--- src/source/soc_bus_pkg.sv ---
/*
 * shared bus definitions for the control core
 * widths, address regions, master numbers and the bus error response
 */
`default_nettype none

package soc_bus_pkg;

	// ----------------------------------------
	// bus widths
	// ----------------------------------------
	localparam int addr_width = 32;
	localparam int data_width = 32;
	localparam int strb_width = data_width / 8;

	// top address nibble, anything not listed is unmapped
	typedef enum logic [3:0] {
		region_misc = 4'h2,
		region_ram  = 4'h4
	} region_e;

	// bus masters behind the arbiter
	typedef enum logic {
		master_cpu = 1'b0,
		master_dbg = 1'b1
	} master_e;

	// answer to an access that hits no region
	localparam logic [data_width-1:0] bus_error_rdata = 32'hdead_beef;

	// interrupt line raised on a bus error
	localparam int irq_bus_error = 3;

endpackage

`default_nettype wire
--- src/source/mem_bus_if.sv ---
/*
 * valid/ready memory bus
 * master holds valid and its fields until ready, nonzero wstrb is a write
 */
`timescale 1ns/1ps
`default_nettype none

interface mem_bus_if;
	import soc_bus_pkg::*;

	logic                  valid;
	logic [addr_width-1:0] addr;
	logic [data_width-1:0] wdata;
	logic [strb_width-1:0] wstrb;
	logic [data_width-1:0] rdata;
	logic                  ready;

	modport master (
		output valid, addr, wdata, wstrb,
		input  rdata, ready
	);

	modport slave (
		input  valid, addr, wdata, wstrb,
		output rdata, ready
	);

endinterface

`default_nettype wire

--- src/source/addr_decode.sv ---
/*
 * address decoder on the top nibble
 * misc registers in region 2, scratch RAM in region 4, bus error elsewhere
 */
`timescale 1ns/1ps
`default_nettype none

module addr_decode (
	mem_bus_if.slave   up,
	mem_bus_if.master  misc,
	mem_bus_if.master  ram,
	output logic [31:0] irq_o
);
	import soc_bus_pkg::*;

	logic [$bits(region_e)-1:0] region;

	assign region = up.addr[addr_width-1 -: $bits(region_e)];

	// request fields go to both targets, only valid is steered
	assign misc.addr = up.addr;
	assign misc.wdata = up.wdata;
	assign misc.wstrb = up.wstrb;
	assign ram.addr = up.addr;
	assign ram.wdata = up.wdata;
	assign ram.wstrb = up.wstrb;

	always_comb begin
		misc.valid = 1'b0;
		ram.valid = 1'b0;
		irq_o = '0;
		case (region)
			region_misc: begin
				misc.valid = up.valid;
				up.rdata = misc.rdata;
				up.ready = misc.ready;
			end
			region_ram: begin
				ram.valid = up.valid;
				up.rdata = ram.rdata;
				up.ready = ram.ready;
			end
			default: begin
				// unmapped, answer at once and flag it
				up.rdata = bus_error_rdata;
				up.ready = up.valid;
				irq_o[irq_bus_error] = up.valid;
			end
		endcase
	end

endmodule

`default_nettype wire

--- src/flat_wrapper.sv ---
// flat-port wrapper written by rule: the top's interface ports become plain ports
module addr_decode_flat import soc_bus_pkg::*;
  (irq_o, up_valid, up_addr, up_wdata, up_wstrb, up_rdata, up_ready, misc_valid, misc_addr, misc_wdata, misc_wstrb, misc_rdata, misc_ready, ram_valid, ram_addr, ram_wdata, ram_wstrb, ram_rdata, ram_ready);
  mem_bus_if up_i ();
  mem_bus_if misc_i ();
  mem_bus_if ram_i ();
  output logic [31:0] irq_o;
  input wire logic [$bits(up_i.valid)-1:0] up_valid;
  input wire logic [$bits(up_i.addr)-1:0] up_addr;
  input wire logic [$bits(up_i.wdata)-1:0] up_wdata;
  input wire logic [$bits(up_i.wstrb)-1:0] up_wstrb;
  output wire logic [$bits(up_i.rdata)-1:0] up_rdata;
  output wire logic [$bits(up_i.ready)-1:0] up_ready;
  output wire logic [$bits(misc_i.valid)-1:0] misc_valid;
  output wire logic [$bits(misc_i.addr)-1:0] misc_addr;
  output wire logic [$bits(misc_i.wdata)-1:0] misc_wdata;
  output wire logic [$bits(misc_i.wstrb)-1:0] misc_wstrb;
  input wire logic [$bits(misc_i.rdata)-1:0] misc_rdata;
  input wire logic [$bits(misc_i.ready)-1:0] misc_ready;
  output wire logic [$bits(ram_i.valid)-1:0] ram_valid;
  output wire logic [$bits(ram_i.addr)-1:0] ram_addr;
  output wire logic [$bits(ram_i.wdata)-1:0] ram_wdata;
  output wire logic [$bits(ram_i.wstrb)-1:0] ram_wstrb;
  input wire logic [$bits(ram_i.rdata)-1:0] ram_rdata;
  input wire logic [$bits(ram_i.ready)-1:0] ram_ready;
  assign up_i.valid = up_valid;
  assign up_i.addr = up_addr;
  assign up_i.wdata = up_wdata;
  assign up_i.wstrb = up_wstrb;
  assign up_rdata = up_i.rdata;
  assign up_ready = up_i.ready;
  assign misc_valid = misc_i.valid;
  assign misc_addr = misc_i.addr;
  assign misc_wdata = misc_i.wdata;
  assign misc_wstrb = misc_i.wstrb;
  assign misc_i.rdata = misc_rdata;
  assign misc_i.ready = misc_ready;
  assign ram_valid = ram_i.valid;
  assign ram_addr = ram_i.addr;
  assign ram_wdata = ram_i.wdata;
  assign ram_wstrb = ram_i.wstrb;
  assign ram_i.rdata = ram_rdata;
  assign ram_i.ready = ram_ready;
  addr_decode u_core (.up(up_i), .misc(misc_i), .ram(ram_i), .irq_o(irq_o));
endmodule
--- config.mk ---
export PLATFORM = sky130hd
export DESIGN_NAME = addr_decode_flat
export DESIGN_NICKNAME = d
export VERILOG_FILES = /design/src/source/soc_bus_pkg.sv /design/src/source/mem_bus_if.sv /design/src/source/addr_decode.sv /design/src/flat_wrapper.sv
export SDC_FILE = /design/constraint.sdc
export NUM_CORES = 1
export LEC_CHECK = 0
export BUFFER_PORTS_ARGS = -buffer_cell sky130_fd_sc_hd__buf_2
export CAP_MARGIN = 20
export CORE_AREA = 10 10 124 126
export DETAILED_ROUTE_END_ITERATION = 7
export DIE_AREA = 0 0 134 136
export SETUP_SLACK_MARGIN = 0.1
export SYNTH_ARGS = -nofsm -noshare
export SYNTH_HDL_FRONTEND = slang
export SYNTH_SLANG_ARGS = --single-unit
--- constraint.sdc ---
create_clock -name vclk -period 1.4
set_input_delay 0.14 -clock vclk [all_inputs]
set_output_delay 0.14 -clock vclk [all_outputs]
set_load 0.005 [all_outputs]
* After elaboration in Yosys (flattened, before gate mapping)
Cells that the tools add are included.
Word-level totals: input bits 135, output and inout port bits 203, flip-flop bits (word level) 0, word-level logic and storage cells 8
Cells by class: equal/unequal tests 2, reduce and logical (&&, ||, !) cells 1, muxes and demuxes 5
Operators by type and width (count):
- 32-bit one-hot mux with 2 select lines | 1
- 4-bit by 2-bit == test with 1-bit output (second input constant) | 1
- 4-bit by 3-bit == test with 1-bit output (second input constant) | 1
- 1-bit 2-to-1 mux | 3
- 1-bit one-hot mux with 2 select lines | 1
- 2-bit OR reduction | 1

* Depth between registers and ports, before layout
word-level depth 3, depth in mapped cells 4, gate-level depth less buffers 3

* Least setup slack after synthesis
Ideal clock, no wire load.
path kind in2out, from in up_addr[28], to out up_rdata[0], path slack 336 ps, arrival time 924 ps, buffers on the path 1, cell stages on the path 4, required time 1260 ps, path through nor4b_4 > buf_6 > a22oi_1 > nand2_1
On the way: cells in the longest elaborated chain, start to end 2, elaborated cells on any way between the ends 3, classes of those cells eq/ne (2); mux (1)
RTL lines:
- from (decl) | RTL line flat_wrapper.sv:9 | input wire logic [$bits(up_i.addr)-1:0] up_addr;
- 4-bit by 3-bit == test with 1-bit output / 4-bit by 2-bit == test with 1-bit output (equally long branches) | RTL line addr_decode.sv:32 | case (region)
- 32-bit one-hot mux with 2 select lines (*) | RTL line addr_decode.sv:32
- to (decl) | RTL line flat_wrapper.sv:12 | output wire logic [$bits(up_i.rdata)-1:0] up_rdata;
Mark *: on every way between the ends. The rest lies on a longest branch, timed or not.

* Worst setup path after layout
from in up_addr[30], to out up_rdata[2]
The elaborated chain is that of the path after synthesis.

==> metrics.cfg <==
[status]
status = complete, no violations

[drt]
ant_nets = 0
wl_mm = 8.379
vias = 1439
drtPass1Iterations = 4
drc = 0
drt_iter0_drc = 35
viasPerCell = 3.467
post_drt_wl_per_cell_um = 20.19

[worst_setup_path]
critPathBufInv = 5
critPathKind = input port to output port
cp.arrival_ns = 1.23
startpoint_type = input port
worstPathRequired_ns = 1.26
slowest_delay_ns = 0.31
crit_path_cell_trace = buf_8 > nor4b_4 > buf_6 > buf_12 > buf_16 > a22oi_2 > nand2_1 > buf_2
slowest_stage = nor4b_4
worstSetupEndpointType = output port
path_max_fanout = 8
critPathTopFamily = buffers and inverters

[hold_path]
holdPathEnd = misc_addr[1]
min_delay_path_depth = 0
hp-class = input port to output port
hp-start = up_addr[1]

[job]
drv_cap = 0

[pwr]
p_comb_share_pct = 100.0
switching_share_pct = 45.59
p_int_w = 0.0002480
power_frac_clock_pct = 0
p_leak_nw = 0.9044
p_total_w = 0.0004559
p_seq_share_pct = 0
powerDensity_mw_per_mm2 = 224.5
ir_drop_mv = 0.06351
power.net_switching_w = 0.0002078

[synth]
syn_area_per_cell_um2 = 7.435
synth.distinct_cells = 16
netlist_area_mm2 = 0.001799
synth_area_leaders = buf_4 (70%), a22oi_1 (9.2%), nand2_1 (5.0%)
ys_seq_area_share_pct = 0
synth_most_common_cell = buf_4
syn_inst = 242
yosysTopAreaCell = buf_4
ys_top_cells_by_count = buf_4 (167), nand2_1 (24), a22oi_1 (22), buf_6 (6), a22o_1 (5)
yosysWarnings = 0
yosysTopAreaCellShare_pct = 69.68

[cells_and_area]
stdcell_area_mm2 = 0.002031
num_antenna_cells = 0
drive_above_1_share_pct = 72.80
ff_latch_area_um2 = 0
final_nets = 376
area_growth_pct = 12.87
seq_cell_count = 0
nClkBuffers = 0

[grt]
antenna_found_initial = 0
grt_pass1_wl_mm = 10.28
grt_overflow = 0
grt_pass1_vias = 1579
grt_max_degree = 21
grtUsageTotal_pct = 7.440

[sta]
grt_setup_unrepaired = true
slew_viol_final = 0
post-route-min-period_ns = 1.375
fmax_mhz = 727.3
setup_viol = 0
finalCritPeriodShare_pct = 98.21
fin_hold_ws_ns = 0.2800
hold_violations = 0

[floorplanning]
initial_core_util_pct = 13.86
ios = 338
die_w_um = 134
core_area_mm2 = 0.01298
dieArea_mm2 = 0.01822
die_y_um = 136
rows = 42

[cts]
hold_buffers = 0

[place]
dpl_cell_area_mm2 = 0.001451
gp_congestion = 0.7485
io_buffers = 115
hpwl_mm = 5.140

-- cell usage in the layout (no fill, tap or decap), types with 2 or more instances in the layout --
master     synthesis  final
a22o_4             0      2
buf_12             0      9
buf_2              2    110
buf_6              6      6
and2_1             2      2
clkbuf_16          0      3
a22oi_2            3     25
conb_1             1     31
nor4b_4            2      2
buf_4            167      8
nand2_1           24     24
a22o_1             5      5
buf_16             0      5
-- logic make-up (layout without fill, tap and decap cells) --
logic type,Yosys count,after routing,share of synthesized area (%)
compound gates,34,34,15.65
other cells,1,31,0.2084
xor+xnor,1,1,0.4869
buf+inv,176,143,74.20
simple gates,30,30,9.458
-- timing repair --
item / 4_1_cts / 5_1_grt
gates cloned: 6 / 3
endpoints found under the setup margin: 31 / 36
buffers inserted: 10 / 4
pin swaps: 27 / 23
endpoints found under the hold margin: 0 / 0
resized for setup: 31 / 19
-- power groups by stage --
stage	clock network [W]	registers (W)	logic (W)
floorplan	0	0	0.000486
global placement	0	0	0.000309
detailed placement	0	0	0.000311
CTS	0	0	0.000402
global route	0	0	0.000499
finish	0	0	0.000456
-- worst max path at each step --
stage,startpoint,end,slack (ns),cells after the start
2_1_floorplan,up_addr[28],up_rdata[0],0.34,4
3_3_place_gp,up_addr[28],up_rdata[17],0.03,5
3_5_place_dp,up_addr[28],up_rdata[17],0.02,5
4_1_cts,up_addr[30],up_rdata[23],0.03,8
5_1_grt,up_addr[30],up_rdata[1],-0.05,8
6_report,up_addr[30],up_rdata[2],0.03,8
-- per-layer routing --
metal | share of wire (%) | GRT usage (%) | up-vias
met4 | 6.8 | 5.139 | 0
li1 | - | - | 594
met5 | 0 | 0 | -
met1 | 34 | 6.685 | 613
met2 | 46 | 13.08 | 165
met3 | 13 | 3.579 | 67
-- stage by stage --
step	util (%)	std cells	setup TNS (ns)	setup slack (ns)
final	15.64	415	0	0.02507
after global routing	15.64	415	-0.3029	-0.05184
after CTS	14.15	409	0	0.03356
after detailed placement	11.18	393	0	0.01751
after global placement	11.18	393	0	0.02675
after floorplan	-	272	0	0.3356
-- final cells by class --
class / instances / area [um2]
Tap cell: 176 / 220.2
Multi-Input combinational cell: 96 / 720.7
Inverter: 1 / 3.754
Fill cell: 1482 / 10950
Timing Repair Buffer: 142 / 1086
Note: power is estimated with default switching activity, not from simulation.
