<file path="src/source/soc_bus_pkg.sv">
/*
 * shared bus definitions for the control core
 * widths, address regions, master numbers and the bus error response
 */
`default_nettype none

package soc_bus_pkg;

	// ----------------------------------------
	// bus widths
	// ----------------------------------------
	localparam int addr_width = 32;
	localparam int data_width = 32;
	localparam int strb_width = data_width / 8;

	// top address nibble, anything not listed is unmapped
	typedef enum logic [3:0] {
		region_misc = 4'h2,
		region_ram  = 4'h4
	} region_e;

	// bus masters behind the arbiter
	typedef enum logic {
		master_cpu = 1'b0,
		master_dbg = 1'b1
	} master_e;

	// answer to an access that hits no region
	localparam logic [data_width-1:0] bus_error_rdata = 32'hdead_beef;

	// interrupt line raised on a bus error
	localparam int irq_bus_error = 3;

endpackage

`default_nettype wire
</file>
<file path="src/source/mem_bus_if.sv">
/*
 * valid/ready memory bus
 * master holds valid and its fields until ready, nonzero wstrb is a write
 */
`timescale 1ns/1ps
`default_nettype none

interface mem_bus_if;
	import soc_bus_pkg::*;

	logic                  valid;
	logic [addr_width-1:0] addr;
	logic [data_width-1:0] wdata;
	logic [strb_width-1:0] wstrb;
	logic [data_width-1:0] rdata;
	logic                  ready;

	modport master (
		output valid, addr, wdata, wstrb,
		input  rdata, ready
	);

	modport slave (
		input  valid, addr, wdata, wstrb,
		output rdata, ready
	);

endinterface

`default_nettype wire

</file>
<file path="src/source/dbg_writer.sv">
/*
 * debug register write path
 * queues address and data words and turns them into full-word bus writes
 * with the address stepping by one word after each write
 */
`timescale 1ns/1ps
`default_nettype none

module dbg_writer #(
	parameter int DBG_FIFO_DEPTH = 32
) (
	input  wire logic                               clk48m,
	input  wire logic                               rst,
	input  wire logic                               strobe_i,
	input  wire logic                               sel_i,
	input  wire logic [soc_bus_pkg::data_width-1:0] data_i,
	mem_bus_if.master                               bus
);
	import soc_bus_pkg::*;

	localparam int ptr_w = $clog2(DBG_FIFO_DEPTH);

	// bit data_width marks an address word
	logic [data_width:0]   fifo [DBG_FIFO_DEPTH];
	logic [ptr_w-1:0]      wr_ptr;
	logic [ptr_w-1:0]      rd_ptr;
	logic [data_width:0]   head;
	logic [addr_width-1:0] addr_q;
	logic [data_width-1:0] wdata_q;
	logic                  valid_q;

	assign head = fifo[rd_ptr];

	// no back-pressure towards the debug port
	always_ff @(posedge clk48m) begin
		if (strobe_i)
			fifo[wr_ptr] <= {sel_i, data_i};
	end

	always_ff @(posedge clk48m) begin
		if (rst) begin
			wr_ptr <= '0;
			rd_ptr <= '0;
			addr_q <= '0;
			valid_q <= 1'b0;
		end else begin
			if (strobe_i)
				wr_ptr <= wr_ptr + 1'b1;
			if (valid_q) begin
				// write in flight, step to the next word once it lands
				if (bus.ready) begin
					valid_q <= 1'b0;
					addr_q <= addr_q + 4;
				end
			end else if (rd_ptr != wr_ptr) begin
				if (head[data_width])
					addr_q <= head[addr_width-1:0];
				else
					valid_q <= 1'b1;
				rd_ptr <= rd_ptr + 1'b1;
			end
		end
	end

	// write data is payload only
	always_ff @(posedge clk48m) begin
		if (!valid_q && rd_ptr != wr_ptr && !head[data_width])
			wdata_q <= head[data_width-1:0];
	end

	assign bus.valid = valid_q;
	assign bus.addr = addr_q;
	assign bus.wdata = wdata_q;
	assign bus.wstrb = '1;

endmodule

`default_nettype wire

</file>
<file path="src/flat_wrapper.sv">
// flat-port wrapper written by rule: the top's interface ports become plain ports
module dbg_writer_flat import soc_bus_pkg::*;
#(
	parameter int DBG_FIFO_DEPTH = 32
)
  (clk48m, rst, strobe_i, sel_i, data_i, bus_valid, bus_addr, bus_wdata, bus_wstrb, bus_rdata, bus_ready);
  mem_bus_if bus_i ();
  input  wire logic clk48m;
  input  wire logic rst;
  input  wire logic strobe_i;
  input  wire logic sel_i;
  input  wire logic [soc_bus_pkg::data_width-1:0] data_i;
  output wire logic [$bits(bus_i.valid)-1:0] bus_valid;
  output wire logic [$bits(bus_i.addr)-1:0] bus_addr;
  output wire logic [$bits(bus_i.wdata)-1:0] bus_wdata;
  output wire logic [$bits(bus_i.wstrb)-1:0] bus_wstrb;
  input wire logic [$bits(bus_i.rdata)-1:0] bus_rdata;
  input wire logic [$bits(bus_i.ready)-1:0] bus_ready;
  assign bus_valid = bus_i.valid;
  assign bus_addr = bus_i.addr;
  assign bus_wdata = bus_i.wdata;
  assign bus_wstrb = bus_i.wstrb;
  assign bus_i.rdata = bus_rdata;
  assign bus_i.ready = bus_ready;
  dbg_writer #(.DBG_FIFO_DEPTH(DBG_FIFO_DEPTH)) u_core (.clk48m(clk48m), .rst(rst), .strobe_i(strobe_i), .sel_i(sel_i), .data_i(data_i), .bus(bus_i));
endmodule
</file>
<file path="config.mk">
export PLATFORM = sky130hd
export DESIGN_NAME = dbg_writer_flat
export DESIGN_NICKNAME = d
export VERILOG_FILES = /design/src/source/soc_bus_pkg.sv /design/src/source/mem_bus_if.sv /design/src/source/dbg_writer.sv /design/src/flat_wrapper.sv
export SDC_FILE = /design/constraint.sdc
export NUM_CORES = 1
export LEC_CHECK = 0
export BUFFER_PORTS_ARGS = -buffer_cell sky130_fd_sc_hd__buf_2
export CAP_MARGIN = 20
export CORE_AREA = 10 10 366 368
export CTS_CLUSTER_SIZE = 14
export DETAILED_ROUTE_END_ITERATION = 8
export DIE_AREA = 0 0 376 378
export SLEW_MARGIN = 10
export SYNTH_ARGS = -nofsm -noshare
export SYNTH_HDL_FRONTEND = slang
export SYNTH_SLANG_ARGS = --single-unit
export TNS_END_PERCENT = 1
</file>
<file path="constraint.sdc">
create_clock -name clk48m -period 7.4 [get_ports clk48m]
set_input_delay 1.48 -clock clk48m [delete_from_list [all_inputs] [get_ports clk48m]]
set_output_delay 1.48 -clock clk48m [all_outputs]
set_load 0.01 [all_outputs]
</file>
* After elaboration in Yosys (flattened, before gate mapping)
Memory sizes are Yosys's and may differ from the RTL's. A register that Yosys moved wholly into a read port is not among the register bits.
Cells that the tools add are included.
** Cells by class
- Add/subtract/negate cells :: 3
- Eq/ne operators :: 2
- Muxes and demuxes :: 12
- Bitwise logic cells :: 1
- Reductions and logical operators :: 8
** Operator list (count)
- 32-bit 2-to-1 mux :: 4
- 32-bit by 3-bit adder with 32-bit output (second input constant) :: 1
- 5-bit by 1-bit adder with 5-bit output (second input constant) :: 2
- 5-bit 2-to-1 mux :: 2
- 1-bit 2-to-1 mux :: 6
- 5-bit inequality test :: 1
- 2-bit nonzero test :: 2
- 3-bit AND reduction :: 1
- 1-bit logical AND :: 2
- 1-bit zero test :: 2
- 2-bit inequality test (second input constant) :: 1
- 2-bit AND reduction :: 1
- 1-bit inverter :: 1
** Storage, ports and cells
- Flip-flop bits (word level) :: 75
- Memory bits (writable) :: 1056
- Input bits :: 69
- Output and inout bits :: 69
- Logic and storage cells :: 32
- Memories kept :: 1
** Memory list
- u_core.fifo :: depth 32, width 33, read ports 1, clocked after Yosys merged registers in 1, wr ports 1, RTL line dbg_writer.sv:24 : logic [data_width:0] fifo [DBG_FIFO_DEPTH];

* Longest topological paths before layout
- Depth after elaboration :: 4
- Gate-level depth with buffers :: 11
- Depth with buffers taken out :: 7

* Least setup slack after synthesis
Ideal clock, no wire load.
- Path type :: input to register
- From :: input strobe_i
- To :: memory u_core.fifo[15][0] (netlist name) (enable)
- Setup time :: 425 ps
- Arrival :: 3436 ps
- Required time :: 6975 ps
- Path slack :: 3539 ps
- Stages on the path :: 3
- Path buffers :: 1
- Cells stage by stage :: clkbuf_1 nand2_1 nor2_1
** On the way
- Word-level cells in the longest chain between the ends :: 2
** RTL lines
- from (decl) :: RTL line flat_wrapper.sv:10 : input wire logic strobe_i;
- 1-bit 2-to-1 mux :: RTL line dbg_writer.sv:36 : if (strobe_i)
- 1-bit 2-to-1 mux (implied by the code) :: RTL line dbg_writer.sv:37 : fifo[wr_ptr] <= {sel_i, data_i};
- to (decl) :: RTL line dbg_writer.sv:24
Every way passes these cells.

==> flow_summary_export.csv <==
group,metric,value,unit
sta,post-route-min-period,3903,ps
worst_hold_path,hp-class,"reg2reg",
logic_synthesis,synth_edf_count,1088,
floorplanning,die_h,378,µm
cts,clk_pin_slew,60,ps
cts,cts_hold_buffers,0,
logic_synthesis,synthMostInstantiatedCell,"edfxtp_1",
routing,ant_nets,0,
critical_path,end_kind,"flop",
finish,drive_above_1_share,29.57,%
routing,drt-total-wl,111.4,mm
pwr,ir_worst_vdd,0.2148,mV
sta,maxSlewViolCount,0,
critical_path,crit_path_end,"u_core.bus.addr[13]$_SDFFE_PP0P_",
floorplanning,dieArea,142100,µm²
global_route,grt_max_degree,121,
routing,drc,0,
cts,insertion_delay,690,ps
sta,setup_violations,0,
critical_path,r2r-end,"u_core.bus.addr[13]$_SDFFE_PP0P_",
floorplanning,core_region_area,126700,µm²
logic_synthesis,synth_cell_type_count,63,
cts,cts-buffers-inserted,114,
finish,final_nets,2301,
critical_path,cp.arrival,4490,ps
pwr,power.share.clock,35.3,%
pwr,p_comb_share,18.9,%
cts,cts_root_buf,"clkbuf_16",
logic_synthesis,synth_top_area_share,74.41,%
sta,worst_pin_slew,1191,ps
global_route,grt_pass1_vias,21880,
cts,cts_setup_buffers,0,
run_status,run_status,"finished clean",
global_route,grt_pass1_wl,159.7,mm
sta,hold_viol,0,
pwr,internal_power,12.13,mW
routing,dr.pass1.iters,5,
worst_hold_path,hold_path_depth,2,
global_route,grt-ovfl-total,0,
critical_path,path_max_fanout,34,
finish,fillers,10980,
logic_synthesis,netlist_area,43910,µm²
logic_synthesis,synthCells,2060,
critical_path,start_kind,"flop",
routing,dr_total_vias,21730,
critical_path,required,7980,ps
logic_synthesis,yosys_warnings,0,
logic_synthesis,synth_area_per_cell,21.31,µm²
logic_synthesis,synth-seq-cells,1136,
logic_synthesis,synth_ff_type,"edfxtp_1",
cts,htree_levels,3,
sta,rsz0062_at_grt,"false",
routing,vias_per_cell,5.448,
logic_synthesis,yosysTopAreaCell,"edfxtp_1",
critical_path,critPathKind,"reg2reg",
pwr,power_density,326.4,nW/µm²
sta,skew,26.38,ps
cts,cts_resized,0,
finish,area_growth,14.78,%
pwr,swShare,26.27,%
place,dp_hpwl,62.15,mm
logic_synthesis,ys_async_sr_fraction,0,%
pwr,finalPower,16.45,mW
sta,period_share,52.75,%
floorplanning,start_util,34.66,%
place,port_buffers,101,
routing,wl_per_cell,27.94,µm
cts,cts_tree,"done",
pwr,p_seq_share,45.8,%
global_route,antenna_found_initial,13,
sta,relSlewSlack,20.45,%
cts,clockBufferDepth,3,
pwr,p_switching,4.322,mW
global_route,grt_usage,15.34,%
sta,fin_setup_tns,0,ps
floorplanning,chipWidth,376,µm
routing,dr.first_iter.drc_count,2373,
floorplanning,rows,131,
run,cap_violations,0,
pwr,p_leak,15.25,nW
critical_path,r2r_cells,8,
place,gp_congestion,0.7729,
cts,cts_sinks,1136,
logic_synthesis,ys_top_cells_by_count,"1088 x edfxtp_1, 268 x mux4_2, 76 x nor2_1",
critical_path,rrSetupSlack,3500,ps
logic_synthesis,synth_area_leaders,"edfxtp_1 74%, mux4_2 14%, dfxtp_1 2.2%",
logic_synthesis,ys_seq_area_share,76.60,%
sta,clock.fmax,0.2562,GHz
floorplanning,ios,138,
## metrics by stage
step	util, %	instances	hold WS, ps	instance area (µm²)	setup WS [ps]
2_1_floorplan	-	2063	515.2	43920	3539
3_3_place_gp	36.79	3772	521.5	46610	3492
3_5_place_dp	36.79	3772	518.8	46610	3387
4_1_cts	39.77	3985	527.4	50390	3392
5_1_grt	39.77	3985	548.7	50390	3016
6_report	39.78	3988	530.5	50400	3497
## layout make-up
type / count / area (µm²) / share of cell area (%)
Tap cell: 1662 / 2079 / 4.126
Antenna cell: 3 / 7.507 / 0.01490
Inverter: 9 / 33.78 / 0.06703
Multi-Input combinational cell: 804 / 9847 / 19.54
Clock inverter: 73 / 703.2 / 1.395
Timing Repair Buffer: 161 / 1006 / 1.996
Clock buffer: 140 / 3077 / 6.105
Sequential cell: 1136 / 33640 / 66.76
## power groups by stage
stage / Sequential (mW) / Clock [mW] / Combinational, mW
after detailed placement: 7.68 / 0 / 3.14
final: 7.54 / 5.80 / 3.11
after floorplan: 7.60 / 0 / 2.22
after CTS: 7.54 / 5.89 / 3.15
after global routing: 7.57 / 6.15 / 3.34
after global placement: 7.66 / 0 / 3.09
## worst min path at each step
stage	from	to	slack (ps)
6_report	u_core.bus.addr[3]$_SDFFE_PP0P_	u_core.bus.addr[3]$_SDFFE_PP0P_	530
5_1_grt	u_core.bus.addr[3]$_SDFFE_PP0P_	u_core.bus.addr[3]$_SDFFE_PP0P_	550
4_1_cts	u_core.bus.addr[27]$_SDFFE_PP0P_	u_core.bus.addr[27]$_SDFFE_PP0P_	530
3_5_place_dp	u_core.bus.addr[27]$_SDFFE_PP0P_	u_core.bus.addr[27]$_SDFFE_PP0P_	520
3_3_place_gp	u_core.bus.addr[3]$_SDFFE_PP0P_	u_core.bus.addr[3]$_SDFFE_PP0P_	520
2_1_floorplan	u_core.bus.addr[3]$_SDFFE_PP0P_	u_core.bus.addr[3]$_SDFFE_PP0P_	520
## registers in the layout (all words and copies together), names as in the netlist, named ones only
register          flops
u_core.bus.addr      32
u_core.bus.valid      1
u_core.bus.wdata     32
u_core.fifo        1056
u_core.rd_ptr         5
u_core.wr_ptr         5
## placed cells by master (no fill, tap or decap), types with 19 or more instances in the layout
cell       count
clkinv_2      22
clkinv_1      30
o21ai_0       35
o22ai_1       66
a21oi_1       32
buf_2        101
a211oi_1      32
clkbuf_16    119
dfxtp_1       44
nand2_1       43
edfxtp_1    1088
mux2i_1       39
nor2_4        32
mux2_2        35
nor2_1        44
clkbuf_1      19
mux4_2       268
buf_4         56
## critical path, cell delays in order, from the launching register on
cell      delay (ps)
dfxtp_4          730
buf_4            590
buf_4            580
mux4_2           320
mux2_2           140
o22ai_1          140
a211oi_1         850
o21ai_0          180
a211oi_1         250
## layer usage
metal	GRT usage (%)	vias to the layer above	wire length, µm
met5	0	-	111
met4	3.975	18	2525
met3	3.196	169	8554
met2	25.28	902	54030
met1	20.68	11630	46190
li1	-	9006	-
## logic make-up (layout without fill, tap and decap cells)
| group | after synthesis | after routing | share of synthesized area, % |
|---|---|---|---|
| AO/OA/AOI/OAI | 205 | 205 | 3.075 |
| XOR/XNOR | 12 | 12 | 0.2394 |
| adder cells (fa/ha/maj) | 6 | 6 | 0.1710 |
| buffers and inverters | 123 | 383 | 1.636 |
| flip-flops | 1136 | 1136 | 76.60 |
| multiplexers | 342 | 342 | 15.53 |
| other | 1 | 7 | 0.008541 |
| AND/OR/NAND/NOR | 235 | 235 | 2.741 |
Power figures use the tool's default switching activity.
