**config.mk**
```make
export PLATFORM = sky130hd
export DESIGN_NAME = bus_arbiter_flat
export DESIGN_NICKNAME = d
export VERILOG_FILES = /design/src/source/soc_bus_pkg.sv /design/src/source/mem_bus_if.sv /design/src/source/bus_arbiter.sv /design/src/flat_wrapper.sv
export SDC_FILE = /design/constraint.sdc
export NUM_CORES = 1
export LEC_CHECK = 0
export BUFFER_PORTS_ARGS = -buffer_cell sky130_fd_sc_hd__buf_2
export CELL_PAD_IN_SITES_DETAIL_PLACEMENT = 0
export CELL_PAD_IN_SITES_GLOBAL_PLACEMENT = 1
export CORE_AREA = 5 5 117 119
export DETAILED_ROUTE_END_ITERATION = 10
export DIE_AREA = 0 0 122 124
export PLACE_DENSITY = 0.76
export SYNTH_ARGS = -nofsm -noshare
export SYNTH_HDL_FRONTEND = slang
export SYNTH_SLANG_ARGS = --single-unit
```
**constraint.sdc**
```tcl
create_clock -name clk48m -period 1.4 [get_ports clk48m]
set_input_delay 0.14 -clock clk48m [delete_from_list [all_inputs] [get_ports clk48m]]
set_output_delay 0.14 -clock clk48m [all_outputs]
set_load 0.1 [all_outputs]
```
**src/source/soc_bus_pkg.sv**
```systemverilog
/*
 * shared bus definitions for the control core
 * widths, address regions, master numbers and the bus error response
 */
`default_nettype none

package soc_bus_pkg;

	// ----------------------------------------
	// bus widths
	// ----------------------------------------
	localparam int addr_width = 32;
	localparam int data_width = 32;
	localparam int strb_width = data_width / 8;

	// top address nibble, anything not listed is unmapped
	typedef enum logic [3:0] {
		region_misc = 4'h2,
		region_ram  = 4'h4
	} region_e;

	// bus masters behind the arbiter
	typedef enum logic {
		master_cpu = 1'b0,
		master_dbg = 1'b1
	} master_e;

	// answer to an access that hits no region
	localparam logic [data_width-1:0] bus_error_rdata = 32'hdead_beef;

	// interrupt line raised on a bus error
	localparam int irq_bus_error = 3;

endpackage

`default_nettype wire
```
**src/source/mem_bus_if.sv**
```systemverilog
/*
 * valid/ready memory bus
 * master holds valid and its fields until ready, nonzero wstrb is a write
 */
`timescale 1ns/1ps
`default_nettype none

interface mem_bus_if;
	import soc_bus_pkg::*;

	logic                  valid;
	logic [addr_width-1:0] addr;
	logic [data_width-1:0] wdata;
	logic [strb_width-1:0] wstrb;
	logic [data_width-1:0] rdata;
	logic                  ready;

	modport master (
		output valid, addr, wdata, wstrb,
		input  rdata, ready
	);

	modport slave (
		input  valid, addr, wdata, wstrb,
		output rdata, ready
	);

endinterface

`default_nettype wire

```
**src/source/bus_arbiter.sv**
```systemverilog
/*
 * two-master bus arbiter
 * grants the shared bus to the CPU port or the debug writer and holds
 * the grant until the slave answers with ready
 */
`timescale 1ns/1ps
`default_nettype none

module bus_arbiter (
	input  wire logic                                clk48m,
	input  wire logic                                rst,
	input  wire logic                                cpu_valid_i,
	input  wire logic [soc_bus_pkg::addr_width-1:0]  cpu_addr_i,
	input  wire logic [soc_bus_pkg::data_width-1:0]  cpu_wdata_i,
	input  wire logic [soc_bus_pkg::strb_width-1:0]  cpu_wstrb_i,
	output logic      [soc_bus_pkg::data_width-1:0]  cpu_rdata_o,
	output logic                                     cpu_ready_o,
	mem_bus_if.slave                                 dbg_bus,
	mem_bus_if.master                                shared,
	output soc_bus_pkg::master_e                     curr_master_o
);
	import soc_bus_pkg::*;

	logic    busy_q;
	master_e grant_q;
	master_e pick;
	master_e sel;

	// debug writer wins a tie
	always_comb begin
		pick = dbg_bus.valid ? master_dbg : master_cpu;
		sel = busy_q ? grant_q : pick;
	end

	assign curr_master_o = sel;

	// ----------------------------------------
	// request out, response back
	// ----------------------------------------
	always_comb begin
		if (sel == master_dbg) begin
			shared.valid = dbg_bus.valid;
			shared.addr = dbg_bus.addr;
			shared.wdata = dbg_bus.wdata;
			shared.wstrb = dbg_bus.wstrb;
		end else begin
			shared.valid = cpu_valid_i;
			shared.addr = cpu_addr_i;
			shared.wdata = cpu_wdata_i;
			shared.wstrb = cpu_wstrb_i;
		end
		dbg_bus.rdata = shared.rdata;
		cpu_rdata_o = shared.rdata;
		// the loser only ever sees ready low
		dbg_bus.ready = (sel == master_dbg) && shared.ready;
		cpu_ready_o = (sel == master_cpu) && shared.ready;
	end

	// lock the grant while the slave is still working
	always_ff @(posedge clk48m) begin
		if (rst) begin
			busy_q <= 1'b0;
			grant_q <= master_cpu;
		end else if (busy_q) begin
			if (shared.ready)
				busy_q <= 1'b0;
		end else if (shared.valid && !shared.ready) begin
			busy_q <= 1'b1;
			grant_q <= pick;
		end
	end

endmodule

`default_nettype wire

```
**src/flat_wrapper.sv**
```systemverilog
// flat-port wrapper written by rule: the top's interface ports become plain ports
module bus_arbiter_flat import soc_bus_pkg::*;
  (clk48m, rst, cpu_valid_i, cpu_addr_i, cpu_wdata_i, cpu_wstrb_i, cpu_rdata_o, cpu_ready_o, curr_master_o, dbg_bus_valid, dbg_bus_addr, dbg_bus_wdata, dbg_bus_wstrb, dbg_bus_rdata, dbg_bus_ready, shared_valid, shared_addr, shared_wdata, shared_wstrb, shared_rdata, shared_ready);
  mem_bus_if dbg_bus_i ();
  mem_bus_if shared_i ();
  input  wire logic clk48m;
  input  wire logic rst;
  input  wire logic cpu_valid_i;
  input  wire logic [soc_bus_pkg::addr_width-1:0] cpu_addr_i;
  input  wire logic [soc_bus_pkg::data_width-1:0] cpu_wdata_i;
  input  wire logic [soc_bus_pkg::strb_width-1:0] cpu_wstrb_i;
  output logic      [soc_bus_pkg::data_width-1:0] cpu_rdata_o;
  output logic cpu_ready_o;
  output soc_bus_pkg::master_e curr_master_o;
  input wire logic [$bits(dbg_bus_i.valid)-1:0] dbg_bus_valid;
  input wire logic [$bits(dbg_bus_i.addr)-1:0] dbg_bus_addr;
  input wire logic [$bits(dbg_bus_i.wdata)-1:0] dbg_bus_wdata;
  input wire logic [$bits(dbg_bus_i.wstrb)-1:0] dbg_bus_wstrb;
  output wire logic [$bits(dbg_bus_i.rdata)-1:0] dbg_bus_rdata;
  output wire logic [$bits(dbg_bus_i.ready)-1:0] dbg_bus_ready;
  output wire logic [$bits(shared_i.valid)-1:0] shared_valid;
  output wire logic [$bits(shared_i.addr)-1:0] shared_addr;
  output wire logic [$bits(shared_i.wdata)-1:0] shared_wdata;
  output wire logic [$bits(shared_i.wstrb)-1:0] shared_wstrb;
  input wire logic [$bits(shared_i.rdata)-1:0] shared_rdata;
  input wire logic [$bits(shared_i.ready)-1:0] shared_ready;
  assign dbg_bus_i.valid = dbg_bus_valid;
  assign dbg_bus_i.addr = dbg_bus_addr;
  assign dbg_bus_i.wdata = dbg_bus_wdata;
  assign dbg_bus_i.wstrb = dbg_bus_wstrb;
  assign dbg_bus_rdata = dbg_bus_i.rdata;
  assign dbg_bus_ready = dbg_bus_i.ready;
  assign shared_valid = shared_i.valid;
  assign shared_addr = shared_i.addr;
  assign shared_wdata = shared_i.wdata;
  assign shared_wstrb = shared_i.wstrb;
  assign shared_i.rdata = shared_rdata;
  assign shared_i.ready = shared_ready;
  bus_arbiter u_core (.clk48m(clk48m), .rst(rst), .cpu_valid_i(cpu_valid_i), .cpu_addr_i(cpu_addr_i), .cpu_wdata_i(cpu_wdata_i), .cpu_wstrb_i(cpu_wstrb_i), .cpu_rdata_o(cpu_rdata_o), .cpu_ready_o(cpu_ready_o), .dbg_bus(dbg_bus_i), .shared(shared_i), .curr_master_o(curr_master_o));
endmodule
```
Yosys cells after proc, flatten, opt, wreduce, memory -nomap -nowiden. Cells that the tools add are included.

Multiplexer cells: 9. Bitwise operators: 2. Reductions and logical operators: 5.

Operator list (count): 32-bit two-way mux (2); 1-bit two-way mux (6); 4-bit two-way mux (1); 1-bit logical AND (3); 1-bit inverter (2); 2-bit AND reduction (1); 1-bit logical NOT (1).

Bits of input ports: 173. Logic and storage cells: 18. Flip-flop bits (word level): 2. Output and inout bits: 136.

Logic depth before layout (Yosys ltp).
Depth after elaboration: 6. Depth in mapped cells: 3. Mapped depth without buffers: 2.

Worst setup path after synthesis. Ideal clock, no wire load.

Kind: reg2out. From: register u_core.busy_q. To: output shared_valid. Buffers on the path: 0. Stages on the path, launching flop included: 3. Arrival: 2.127 ns. Data required time: 1.260 ns. Path slack: -0.867 ns. Cells stage by stage: dfxtp_1 -> a21boi_0 -> a2bb2oi_1.

Word-level cells in the longest chain between the ends: 2.

RTL lines: from (decl) (line bus_arbiter.sv:24) `logic busy_q;`; from (signal assigned) (line bus_arbiter.sv:62) `busy_q <= 1'b0;`; from (signal assigned) (line bus_arbiter.sv:66) `busy_q <= 1'b0;`; from (signal assigned) (line bus_arbiter.sv:68) `busy_q <= 1'b1;`; 1-bit two-way mux (line bus_arbiter.sv:32) `sel = busy_q ? grant_q : pick;`; 1-bit two-way mux (line bus_arbiter.sv:41) `if (sel == master_dbg) begin`; to (decl) (line flat_wrapper.sv:21) `output wire logic [$bits(shared_i.valid)-1:0] shared_valid;`.

No other way between the ends.

Worst setup path after layout.
From: register u_core.busy_q. To: output shared_addr[14].

Word-level cells in the longest chain between the ends: 2.

RTL lines: 1-bit two-way mux (line bus_arbiter.sv:32); 32-bit two-way mux (line bus_arbiter.sv:41); to (decl) (line flat_wrapper.sv:22) `output wire logic [$bits(shared_i.addr)-1:0] shared_addr;`.

No other way between the ends.

==> flow_metrics.env <==
export IMPL_synth_area_sq_um=1710
export IMPL_wl_mm=7.66
export IMPL_wl_per_cell_um=15.5
export IMPL_tns_ns=-31.86
export IMPL_die_area_sq_um=15100
export IMPL_worstMarginPinSlew_ns=0.236
export IMPL_firstDrtPassIters=4
export IMPL_routed_via_count=1751
export IMPL_synth_area_top_cells="mux2_4 59%, buf_4 28%, buf_6 4.6%"
export IMPL_cp_data_required_time_ns=1.26
export IMPL_hold_path_class="in2reg"
export IMPL_status="finished with violations"
export IMPL_synth_area_leader_cell="mux2_4"
export IMPL_p_per_area_nw_per_um2=932
export IMPL_antenna_cells=0
export IMPL_crit_fanout=7
export IMPL_vdd_ir_drop_max_mv=0.302
export IMPL_synth_distinct_cells=17
export IMPL_antenna_found_initial=0
export IMPL_viasPerCell=3.54
export IMPL_drive_above_1_share=0.978
export IMPL_ios=309
export IMPL_fp_dieW_um=122
export IMPL_grt_pass1_vias=2005
export IMPL_grt_max_degree=23
export IMPL_skew_ns=0.000764
export IMPL_setup_ws_ns=-0.490
export IMPL_root_buffer="clkbuf_16"
export IMPL_startpoint_type="register"
export IMPL_fmax_mhz=529
export IMPL_globalplace_congestion=0.739
export IMPL_grt_pass1_wl_mm=9.65
export IMPL_drv_cap=0
export IMPL_synth_top_cells_by_count="67 x mux2_4, 64 x buf_4, 7 x buf_6"
export IMPL_drv_slew=0
export IMPL_criticalPathCategory="reg2out"
export IMPL_nets=497
export IMPL_max_clock_path_buffers=2
export IMPL_ys_seq_area_frac=0.0234
export IMPL_synth_edf_count=0
export IMPL_core_area_sq_um=12500
export IMPL_violations="setup timing"
export IMPL_syn_inst=154
export IMPL_crit_arrival_ns=1.75
export IMPL_synth_most_common_cell="mux2_4"
export IMPL_port_buffers=212
export IMPL_syn_nets=327
export IMPL_relSlewSlack=0.843
export IMPL_p_total_mw=3.70
export IMPL_hold_viol=0
export IMPL_areaGrowthSynthToFinish_pct=131
export IMPL_ant_nets=0
export IMPL_setup_violations=71
export IMPL_htree_levels=1
export IMPL_drtIter0Drc=26
export IMPL_fin_util=0.318
export IMPL_cts_hold_fix_buffers=0
export IMPL_grt_usage=0.0820
export IMPL_drc=0
export IMPL_clock_sinks=2
export IMPL_row_count=41
export IMPL_die_h_um=124
export IMPL_numCtsBuffers=3
export IMPL_start_util=0.138
export IMPL_end_kind="primary output"
export IMPL_dp_hpwl_mm=6.68
export IMPL_period_share=1.35
export IMPL_grt_ovfl_total=0
export IMPL_synth_top_area_frac=0.587
export IMPL_clkTransAtPathRegs_ns=0.03
export IMPL_p_leak_nw=2.08
export IMPL_cts_tree="done"
export IMPL_finalCriticalPeriod_ns=1.89
export IMPL_yosysWarnings=0
export IMPL_rsz0062_at_grt="true"
export IMPL_clk_latency_ns=0.22
export IMPL_synth_seq_cells=2
export IMPL_avgSynthCellArea_sq_um=11.1
export IMPL_synthArstFlopShare=0
export IMPL_synth_top_flop_cell="dfxtp_1"
per-stage QoR:
stage / hold slack (ns) / worst slack, ns / instances / area [sq um]
global placement: 0.281 / -0.262 / 483 / 3660
finish: 0.104 / -0.490 / 495 / 3970
floorplan: 0.207 / -0.160 / 154 / 1750
global route: 0.111 / -0.539 / 495 / 3970
CTS: 0.0961 / -0.492 / 487 / 3760
detailed placement: 0.281 / -0.274 / 483 / 3660
layer usage:
metal,track usage,wire [um],vias to the layer above,part of all wire
li1,-,-,810,-
met1,0.0672,2180,802,0.28
met2,0.174,4430,122,0.58
met3,0.0318,950,17,0.12
met4,0.0266,102,0,0.013
met5,0,0,-,0
critical path: stages (launching register included):
cell       delay, ns
dfxtp_4         0.35
mux2i_4         0.24
buf_12          0.15
buf_12          0.14
clkbuf_16       0.15
mux2_4          0.31
buf_12          0.17
layout by cell type, fill, tap and decap left out, drive strengths merged:
cell / Yosys / routed
mux2: 68 / 68
and2: 1 / 1
nor3: 2 / 2
o21ai: 1 / 1
buf: 71 / 233
dfxtp: 2 / 2
nor3b: 1 / 1
nand2b: 1 / 1
a21boi: 1 / 1
mux2i: 1 / 1
or4b: 1 / 1
inv: 1 / 1
a2bb2oi: 1 / 1
nor2: 1 / 1
clkbuf: 0 / 7
nor2b: 1 / 1
power by group:
| part | switching (mW) | internal [mW] | total [mW] |
|---|---|---|---|
| Combinational | 1.88 | 1.31 | 3.18 |
| Clock | 0.0733 | 0.375 | 0.449 |
| Sequential | 0.00408 | 0.0610 | 0.0651 |
cells by family after synthesis:
kind of cell | Yosys count | share of synthesized area
buffers and inverters | 72 | 0.328
muxes | 69 | 0.607
and+or+nand+nor | 8 | 0.0292
DFF | 2 | 0.0234
AOI/OAI and AO/OA | 3 | 0.0124
flip-flops by register name (all words and copies together), names as in the netlist:
name and count:
u_core.busy_q 1, u_core.grant_q 1
cell type report:
type / count / area (sq um)
Fill cell: 1243 / 8500
Timing Repair Buffer: 236 / 2470
Clock buffer: 4 / 78.8
Tap cell: 172 / 215
Multi-Input combinational cell: 80 / 1150
Sequential cell: 2 / 45.0
Inverter: 1 / 6.26
what timing repair did:
| action | 4_1_cts | 5_1_grt |
|---|---|---|
| hold endpoints to repair | 0 | 0 |
| buffers inserted | 0 | 4 |
| setup endpoints to repair | 72 | 72 |
| gates cloned | 0 | 4 |
| gates resized for setup | 8 | 21 |
| pin swaps | 2 | 1 |
final timing paths:
kind | start | endpoint | slack [ns] | cells after the start
max | u_core.busy_q | shared_addr[14] | -0.49 | 6
min | rst | u_core.busy_q | 0.10 | 2
max reg2reg | u_core.busy_q | u_core.grant_q | 0.10 | 3
min reg2reg | u_core.grant_q | u_core.grant_q | 0.67 | 3
No activity file was read; power rests on OpenSTA's default activity.
