==> config.mk <==
export PLATFORM = sky130hd
export DESIGN_NAME = misc_regs_flat
export DESIGN_NICKNAME = d
export VERILOG_FILES = /design/src/source/soc_regs_pkg.sv /design/src/source/soc_bus_pkg.sv /design/src/source/mem_bus_if.sv /design/src/source/misc_regs.sv /design/src/flat_wrapper.sv
export SDC_FILE = /design/constraint.sdc
export NUM_CORES = 1
export LEC_CHECK = 0
export ABC_AREA = 1
export BUFFER_PORTS_ARGS = -buffer_cell sky130_fd_sc_hd__buf_2
export CAP_MARGIN = 10
export CORE_MARGIN = 2
export CORE_UTILIZATION = 49
export CTS_CLUSTER_SIZE = 20
export DETAILED_ROUTE_END_ITERATION = 12
export GPL_ROUTABILITY_DRIVEN = 0
export PLACE_DENSITY = 0.93
export SYNTH_ARGS = -nofsm -noshare
export SYNTH_HDL_FRONTEND = slang
export SYNTH_SLANG_ARGS = --single-unit
==> constraint.sdc <==
create_clock -name clk48m -period 2.09 [get_ports clk48m]
set_input_delay 0.3135 -clock clk48m [delete_from_list [all_inputs] [get_ports clk48m]]
set_output_delay 0.3135 -clock clk48m [all_outputs]
set_load 0.01 [all_outputs]
==> src/source/soc_regs_pkg.sv <==
/*
 * misc register region definitions
 * word indices, the reload key and the flash-select sequencer counts
 */
`default_nettype none

package soc_regs_pkg;

	// word index, taken from address bits 6:2
	typedef enum logic [4:0] {
		reg_led       = 5'd0,
		reg_btn       = 5'd1,
		reg_soc_ver   = 5'd2,
		reg_cpu_no    = 5'd3,
		reg_flash_sel = 5'd13,
		reg_genio_in  = 5'd17,
		reg_genio_out = 5'd18,
		reg_genio_oe  = 5'd19,
		reg_genio_w2s = 5'd20,
		reg_genio_w2c = 5'd21
	} misc_reg_e;

	// ----------------------------------------
	// flash select and reload
	// ----------------------------------------
	// upper 24 bits of a flash-select write that arm the reload
	localparam logic [23:0] reload_key = 24'hd0f1a5;

	// count loaded on a flash-select write
	localparam logic [2:0] fsel_delay_start = 3'd7;

	// flash-select clock is high while the count is inside this window
	localparam logic [2:0] fsel_c_hi = 3'd5;
	localparam logic [2:0] fsel_c_lo = 3'd3;

endpackage

`default_nettype wire

==> src/source/soc_bus_pkg.sv <==
/*
 * shared bus definitions for the control core
 * widths, address regions, master numbers and the bus error response
 */
`default_nettype none

package soc_bus_pkg;

	// ----------------------------------------
	// bus widths
	// ----------------------------------------
	localparam int addr_width = 32;
	localparam int data_width = 32;
	localparam int strb_width = data_width / 8;

	// top address nibble, anything not listed is unmapped
	typedef enum logic [3:0] {
		region_misc = 4'h2,
		region_ram  = 4'h4
	} region_e;

	// bus masters behind the arbiter
	typedef enum logic {
		master_cpu = 1'b0,
		master_dbg = 1'b1
	} master_e;

	// answer to an access that hits no region
	localparam logic [data_width-1:0] bus_error_rdata = 32'hdead_beef;

	// interrupt line raised on a bus error
	localparam int irq_bus_error = 3;

endpackage

`default_nettype wire
==> src/source/mem_bus_if.sv <==
/*
 * valid/ready memory bus
 * master holds valid and its fields until ready, nonzero wstrb is a write
 */
`timescale 1ns/1ps
`default_nettype none

interface mem_bus_if;
	import soc_bus_pkg::*;

	logic                  valid;
	logic [addr_width-1:0] addr;
	logic [data_width-1:0] wdata;
	logic [strb_width-1:0] wstrb;
	logic [data_width-1:0] rdata;
	logic                  ready;

	modport master (
		output valid, addr, wdata, wstrb,
		input  rdata, ready
	);

	modport slave (
		input  valid, addr, wdata, wstrb,
		output rdata, ready
	);

endinterface

`default_nettype wire

==> src/source/misc_regs.sv <==
/*
 * misc register region
 * LEDs, buttons, SoC version, current master, general I/O and flash select
 */
`timescale 1ns/1ps
`default_nettype none

module misc_regs #(
	parameter int                                  GENIO_WIDTH = 30,
	parameter logic [soc_bus_pkg::data_width-1:0] SOC_VERSION = 32'h0000_8000
) (
	input  wire logic                    clk48m,
	input  wire logic                    rst,
	mem_bus_if.slave                     bus,
	input  wire logic [7:0]              btn_i,
	input  wire logic [GENIO_WIDTH-1:0]  genio_in_i,
	input  soc_bus_pkg::master_e         curr_master_i,
	output logic      [15:0]             led_o,
	output logic      [GENIO_WIDTH-1:0]  genio_out_o,
	output logic      [GENIO_WIDTH-1:0]  genio_oe_o,
	output logic                         trace_en_o,
	output logic                         fsel_d_o,
	output logic                         fsel_write_o,
	output logic                         reload_arm_o
);
	import soc_regs_pkg::*;

	logic                   ready_q;
	logic                   wr_en;
	logic [4:0]             idx;
	logic [GENIO_WIDTH-1:0] wr_genio;

	assign idx = bus.addr[6:2];
	assign wr_genio = bus.wdata[GENIO_WIDTH-1:0];

	// writes land on the edge that raises ready
	assign wr_en = bus.valid && !ready_q && (bus.wstrb != '0);

	always_ff @(posedge clk48m) begin
		if (rst)
			ready_q <= 1'b0;
		else
			ready_q <= bus.valid && !ready_q;
	end

	assign bus.ready = ready_q;

	// ----------------------------------------
	// register writes
	// ----------------------------------------
	always_ff @(posedge clk48m) begin
		if (rst) begin
			led_o <= '0;
			genio_out_o <= '0;
			genio_oe_o <= '0;
			trace_en_o <= 1'b0;
			fsel_d_o <= 1'b0;
			fsel_write_o <= 1'b0;
			reload_arm_o <= 1'b0;
		end else begin
			fsel_write_o <= 1'b0;
			reload_arm_o <= 1'b0;
			if (wr_en) begin
				case (idx)
					reg_led:       led_o <= bus.wdata[15:0];
					reg_soc_ver:   trace_en_o <= bus.wdata[0];
					reg_genio_out: genio_out_o <= wr_genio;
					reg_genio_oe:  genio_oe_o <= wr_genio;
					reg_genio_w2s: genio_out_o <= genio_out_o | wr_genio;
					reg_genio_w2c: genio_out_o <= genio_out_o & ~wr_genio;
					reg_flash_sel: begin
						fsel_d_o <= bus.wdata[0];
						fsel_write_o <= 1'b1;
						// key in the upper bits queues an FPGA reload
						reload_arm_o <= (bus.wdata[31:8] == reload_key);
					end
					default: ;
				endcase
			end
		end
	end

	// read mux, unlisted words read zero
	always_comb begin
		bus.rdata = '0;
		case (idx)
			reg_led:       bus.rdata[15:0] = led_o;
			reg_btn:       bus.rdata[7:0] = ~btn_i;
			reg_soc_ver:   bus.rdata = SOC_VERSION;
			reg_cpu_no:    bus.rdata[0] = curr_master_i;
			reg_flash_sel: bus.rdata[0] = fsel_d_o;
			reg_genio_in:  bus.rdata[GENIO_WIDTH-1:0] = genio_in_i;
			reg_genio_out: bus.rdata[GENIO_WIDTH-1:0] = genio_out_o;
			reg_genio_oe:  bus.rdata[GENIO_WIDTH-1:0] = genio_oe_o;
			default: ;
		endcase
	end

endmodule

`default_nettype wire

==> src/flat_wrapper.sv <==
// flat-port wrapper written by rule: the top's interface ports become plain ports
module misc_regs_flat import soc_regs_pkg::*;
#(
	parameter int                                  GENIO_WIDTH = 30,
	parameter logic [soc_bus_pkg::data_width-1:0] SOC_VERSION = 32'h0000_8000
)
  (clk48m, rst, btn_i, genio_in_i, curr_master_i, led_o, genio_out_o, genio_oe_o, trace_en_o, fsel_d_o, fsel_write_o, reload_arm_o, bus_valid, bus_addr, bus_wdata, bus_wstrb, bus_rdata, bus_ready);
  mem_bus_if bus_i ();
  input  wire logic clk48m;
  input  wire logic rst;
  input  wire logic [7:0] btn_i;
  input  wire logic [GENIO_WIDTH-1:0] genio_in_i;
  input  soc_bus_pkg::master_e curr_master_i;
  output logic      [15:0] led_o;
  output logic      [GENIO_WIDTH-1:0] genio_out_o;
  output logic      [GENIO_WIDTH-1:0] genio_oe_o;
  output logic trace_en_o;
  output logic fsel_d_o;
  output logic fsel_write_o;
  output logic reload_arm_o;
  input wire logic [$bits(bus_i.valid)-1:0] bus_valid;
  input wire logic [$bits(bus_i.addr)-1:0] bus_addr;
  input wire logic [$bits(bus_i.wdata)-1:0] bus_wdata;
  input wire logic [$bits(bus_i.wstrb)-1:0] bus_wstrb;
  output wire logic [$bits(bus_i.rdata)-1:0] bus_rdata;
  output wire logic [$bits(bus_i.ready)-1:0] bus_ready;
  assign bus_i.valid = bus_valid;
  assign bus_i.addr = bus_addr;
  assign bus_i.wdata = bus_wdata;
  assign bus_i.wstrb = bus_wstrb;
  assign bus_rdata = bus_i.rdata;
  assign bus_ready = bus_i.ready;
  misc_regs #(.GENIO_WIDTH(GENIO_WIDTH), .SOC_VERSION(SOC_VERSION)) u_core (.clk48m(clk48m), .rst(rst), .bus(bus_i), .btn_i(btn_i), .genio_in_i(genio_in_i), .curr_master_i(curr_master_i), .led_o(led_o), .genio_out_o(genio_out_o), .genio_oe_o(genio_oe_o), .trace_en_o(trace_en_o), .fsel_d_o(fsel_d_o), .fsel_write_o(fsel_write_o), .reload_arm_o(reload_arm_o));
endmodule
# After elaboration in Yosys (flattened, before gate mapping)
# Cells that the tools add are included.
# word_totals
n_memories	0
mem_bits_rw	0
inputBits	110
out_inout_bits	113
romBits	0
regBits	81
latch_bits	0
elab_cells	43
# op_classes
shifts	0
n_reduce_logical	13
div	0
n_eq_ne	10
bitwise	6
n_mul	0
n_lt_le_gt_ge	0
n_addsub	0
muxes	6
# op_table
op	count
30-bit one-hot mux with 3 select lines	1
14-bit one-hot mux with 3 select lines	1
8-bit one-hot mux with 5 select lines	1
7-bit one-hot mux with 5 select lines	1
30-bit AND	1
30-bit NOT	1
30-bit bitwise OR	1
5-bit == test, second input constant	5
24-bit == test, second input constant	1
5-bit by 2-bit == test with 1-bit output, second input constant	2
2-bit AND reduction	5
8-bit NOT	1
1-bit one-hot mux with 7 select lines	1
5-bit by 1-bit == test with 1-bit output, second input constant	1
5-bit by 4-bit == test with 1-bit output, second input constant	1
5-bit zero test	1
4-bit nonzero test	1
3-bit nonzero test	1
3-bit OR reduction	1
1-bit logical AND	2
1-bit NOT	2
2-bit OR reduction	1
1-bit zero test	1
1-bit two-way mux	1

# Logic depth before layout (Yosys ltp)
# logic_depth
word_depth	5
mapped_depth	8
mapped_depth_nobuf	7

# Worst setup path after synthesis
# OpenSTA, ideal clock, no wires.
# synth_path
kind	input -> output
startpoint	input bus_addr[5]
endpoint	output bus_rdata[0]
required_ns	1.776
stages	8
t_arrival_ns	1.276
path_buffers	1
setup_slack_ns	0.501
cell_sequence	nor2_2 -> inv_1 -> nor3_2 -> clkbuf_1 -> nand2_1 -> nand2_1 -> nor2_1 -> nand2_1
# synth_via
elab_chain_cells	2
word_cells_on_any_way	8
classes_between	eq/ne: 6; mux: 1; reduce/logical: 1
# synth_lines
element	line_no	rtl
start, declared	flat_wrapper.sv:22	input wire logic [$bits(bus_i.addr)-1:0] bus_addr;
5-bit == test, or another cell as far along	misc_regs.sv:86	case (idx)
1-bit one-hot mux with 7 select lines (*)	misc_regs.sv:86	
end, declared	flat_wrapper.sv:25	output wire logic [$bits(bus_i.rdata)-1:0] bus_rdata;
# Every way passes the cells marked *; elsewhere a longest branch is shown, timed or not.

# Worst setup path after layout
# Ends and elaborated chain as after synthesis.

==> impl_metrics.json <==
{
  "outcome": "finished clean",
  "critPathLaunch": "bus_addr[5]",
  "ant_nets": 0,
  "antenna_found_initial": 0,
  "rrSetupSlack_ns": 0.55,
  "fmax_mhz": 527,
  "post-route-min-period_ns": 1.90,
  "rsz0062_at_grt": "false",
  "yosys-top-cells-count": "nand2_1 (147), nor2_1 (107), dfxtp_1 (81)",
  "ys_seq_area_share_pct": 38.7,
  "worstPathRequired_ns": 1.78,
  "drive_gt1_share_pct": 29.3,
  "insertedDiodeCount": 0,
  "crit_slowest_cell": "buf_4",
  "synth_top_area_share_pct": 38.7,
  "cts_buffer_depth": 2,
  "synth_adder_area_share_pct": 0,
  "finalCritPeriodShare_pct": 90.7,
  "finalWirelength_um": 13500,
  "ys.flop_type": "dfxtp_1",
  "hold_buffers": 0,
  "cts.sinks": 81,
  "cts_setup_buffers": 0,
  "fin_hold_ws_ns": 0.247,
  "grt_max_degree": 61,
  "htreeDepth": 3,
  "rows": 33,
  "die_w_um": 96.5,
  "p_leak_nw": 2.50,
  "finalSetupViolations": 0,
  "worstRegToRegCells": 7,
  "area_growth_syn_to_layout_pct": 30.8,
  "drt_iter0_drc": 179,
  "hold_viol_final": 0,
  "synth_compound_area_share_pct": 10.8,
  "initial_core_util_pct": 50.7,
  "synthMuxAreaShare_pct": 0,
  "fin_tns_setup_ns": 0,
  "viasPerCell": 5.38,
  "slew_viol_final": 0,
  "globalRouteOverflowTotal": 0,
  "critPathCapture": "bus_rdata[0]",
  "instances_no_fill": 935,
  "dieArea_mm2": 0.00931,
  "path_cells": "buf_2, nor2_2, inv_1, nor3_4, buf_4, nand2_1, nand2_1, nor2_1, nand2_1, buf_2",
  "powerDensity_mw_per_mm2": 562,
  "drc": 0,
  "synth_top_area_cell": "dfxtp_1",
  "yosysWarningCount": 0,
  "dp.cells": 919,
  "min_path_type": "in2reg",
  "synth_area_leaders": "dfxtp_1 (39%), nand2_1 (13%), nor2_1 (9.6%), nand3_1 (7.6%), nand4_1 (7.6%)",
  "cts_root_buf": "clkbuf_8",
  "synth.avg_cell_area_um2": 6.48,
  "skew_ns": 0.00984,
  "synth_top_family_by_area": "simple AND/OR/NAND/NOR gates",
  "synth.cell_area_mm2": 0.00419,
  "fp.dieH_um": 96.5,
  "path_common_cell": "nand2_1",
  "synthArstFlopShare_pct": 0,
  "synthCells": 647,
  "core_mm2": 0.00826,
  "cp_data_arrival_time_ns": 1.58,
  "layout.nets": 935,
  "cp_max_fo": 17,
  "grt_pass1_vias": 4308,
  "cts_buffers": 9,
  "setup.worst_path.start_class": "input pin",
  "slowest_delay_ns": 0.28,
  "r2r-end": "u_core.genio_oe_o[25]$_SDFFE_PP0P_",
  "r2r-start": "u_core.bus.ready$_SDFF_PP0_",
  "tritoncts": "built",
  "post-route-util_pct": 66.4,
  "wire_per_inst_um": 14.4,
  "ios": 223,
  "critPathCaptureType": "primary output",
  "grt_usage_pct": 28.5,
  "ys_ff_latch": 81,
  "ys_types": 19,
  "vias": 5030,
  "power_mw": 3.08,
  "ir_drop_mv": 0.335,
  "drv_cap": 0,
  "place_hpwl_um": 9660,
  "grt_pass1_wl_um": 20400,
  "path_clk_slew_ns": 0.08,
  "port_buffers": 193,
  "synth.most_common_cell": "nand2_1",
  "synth_edf_count": 0,
  "criticalPathCategory": "in2out",
  "synth-simple-area-share_pct": 42.1,
  "clock_latency_ns": 0.35,
  "cts_resized": 0,
  "yosys.area_share.xor_xnor_pct": 0,
  "dr.pass1.iters": 5
}
## metal layers
metal / global-route usage, % / wire length (um) / share of wire [%] / vias to the layer above
li1: - / - / - / 2508
met1: 33.3 / 5450 / 40 / 2289
met2: 51.0 / 6610 / 49 / 206
met3: 5.97 / 1110 / 8.2 / 27
met4: 11.2 / 309 / 2.3 / 0
met5: 0 / 0 / 0 / -
## placed cells by master, fill, tap and decap left out, drive strengths merged
cell and count:
nand4 51, nor2 108, dfxtp 81, a21oi 35, clkbuf 10, buf 216, conb 2, nand2 148
nand3 64, inv 32, nor3 4, o2bb2ai 1, nand3b 18, bufinv 1, o21ai 54, clkinv 5
## area by class of cell
cell class,count,area (um2)
clock buffer,10,128
clock inverter,6,58.8
fill,760,2780
inverter,32,120
multi-input combinational,485,2260
sequential,81,1620
tap,105,131
timing repair buffer,216,1160
## kinds of logic after synthesis
logic type             Yosys count
flip-flops                      81
other                            1
AND/OR/NAND/NOR                393
buffers and inverters           82
AO/OA/AOI/OAI                   90
## state kept, by name (all words and copies together), names as in the netlist
| signal | cells |
|---|---|
| u_core.led_o | 16 |
| u_core.reload_arm_o | 1 |
| u_core.genio_oe_o | 30 |
| u_core.trace_en_o | 1 |
| u_core.bus.ready | 1 |
| u_core.genio_out_o | 30 |
| u_core.fsel_d_o | 1 |
| u_core.fsel_write_o | 1 |
## power breakdown
| group | switching, mW | internal, mW | leakage (nW) |
|---|---|---|---|
| sequential | 0.0147 | 1.56 | 0.654 |
| clock | 0.578 | 0.547 | 0.0998 |
| combinational | 0.235 | 0.143 | 1.75 |
## through the flow
| stage | worst slack (ns) | cell area, um2 |
|---|---|---|
| 6_report | 0.193 | 5480 |
| 3_5_place_dp | 0.234 | 5290 |
| 5_1_grt | 0.0620 | 5480 |
| 4_1_cts | 0.217 | 5480 |
| 3_3_place_gp | 0.242 | 5290 |
| 2_1_floorplan | 0.501 | 4190 |
## how the worst min path moves through the flow
stage                                        start                            endpoint  slack, ns  cells after the start
floorplan                                bus_valid         u_core.bus.ready$_SDFF_PP0_       0.46                      2
global placement    u_core.trace_en_o$_SDFFE_PP0P_      u_core.trace_en_o$_SDFFE_PP0P_       0.45                      2
detailed placement  u_core.trace_en_o$_SDFFE_PP0P_      u_core.trace_en_o$_SDFFE_PP0P_       0.46                      2
CTS                                   bus_wdata[4]        u_core.led_o[4]$_SDFFE_PP0P_       0.24                      3
global route                         bus_wdata[26]  u_core.genio_oe_o[26]$_SDFFE_PP0P_       0.25                      3
finish                               bus_wdata[24]  u_core.genio_oe_o[24]$_SDFFE_PP0P_       0.25                      3
## worst max-delay path: cells and delay by family
family / cells / cell delay, ns
and+or+nand+nor: 6 / 0.61
buffers and inverters: 4 / 0.66
(Power assumes the default switching activity.)
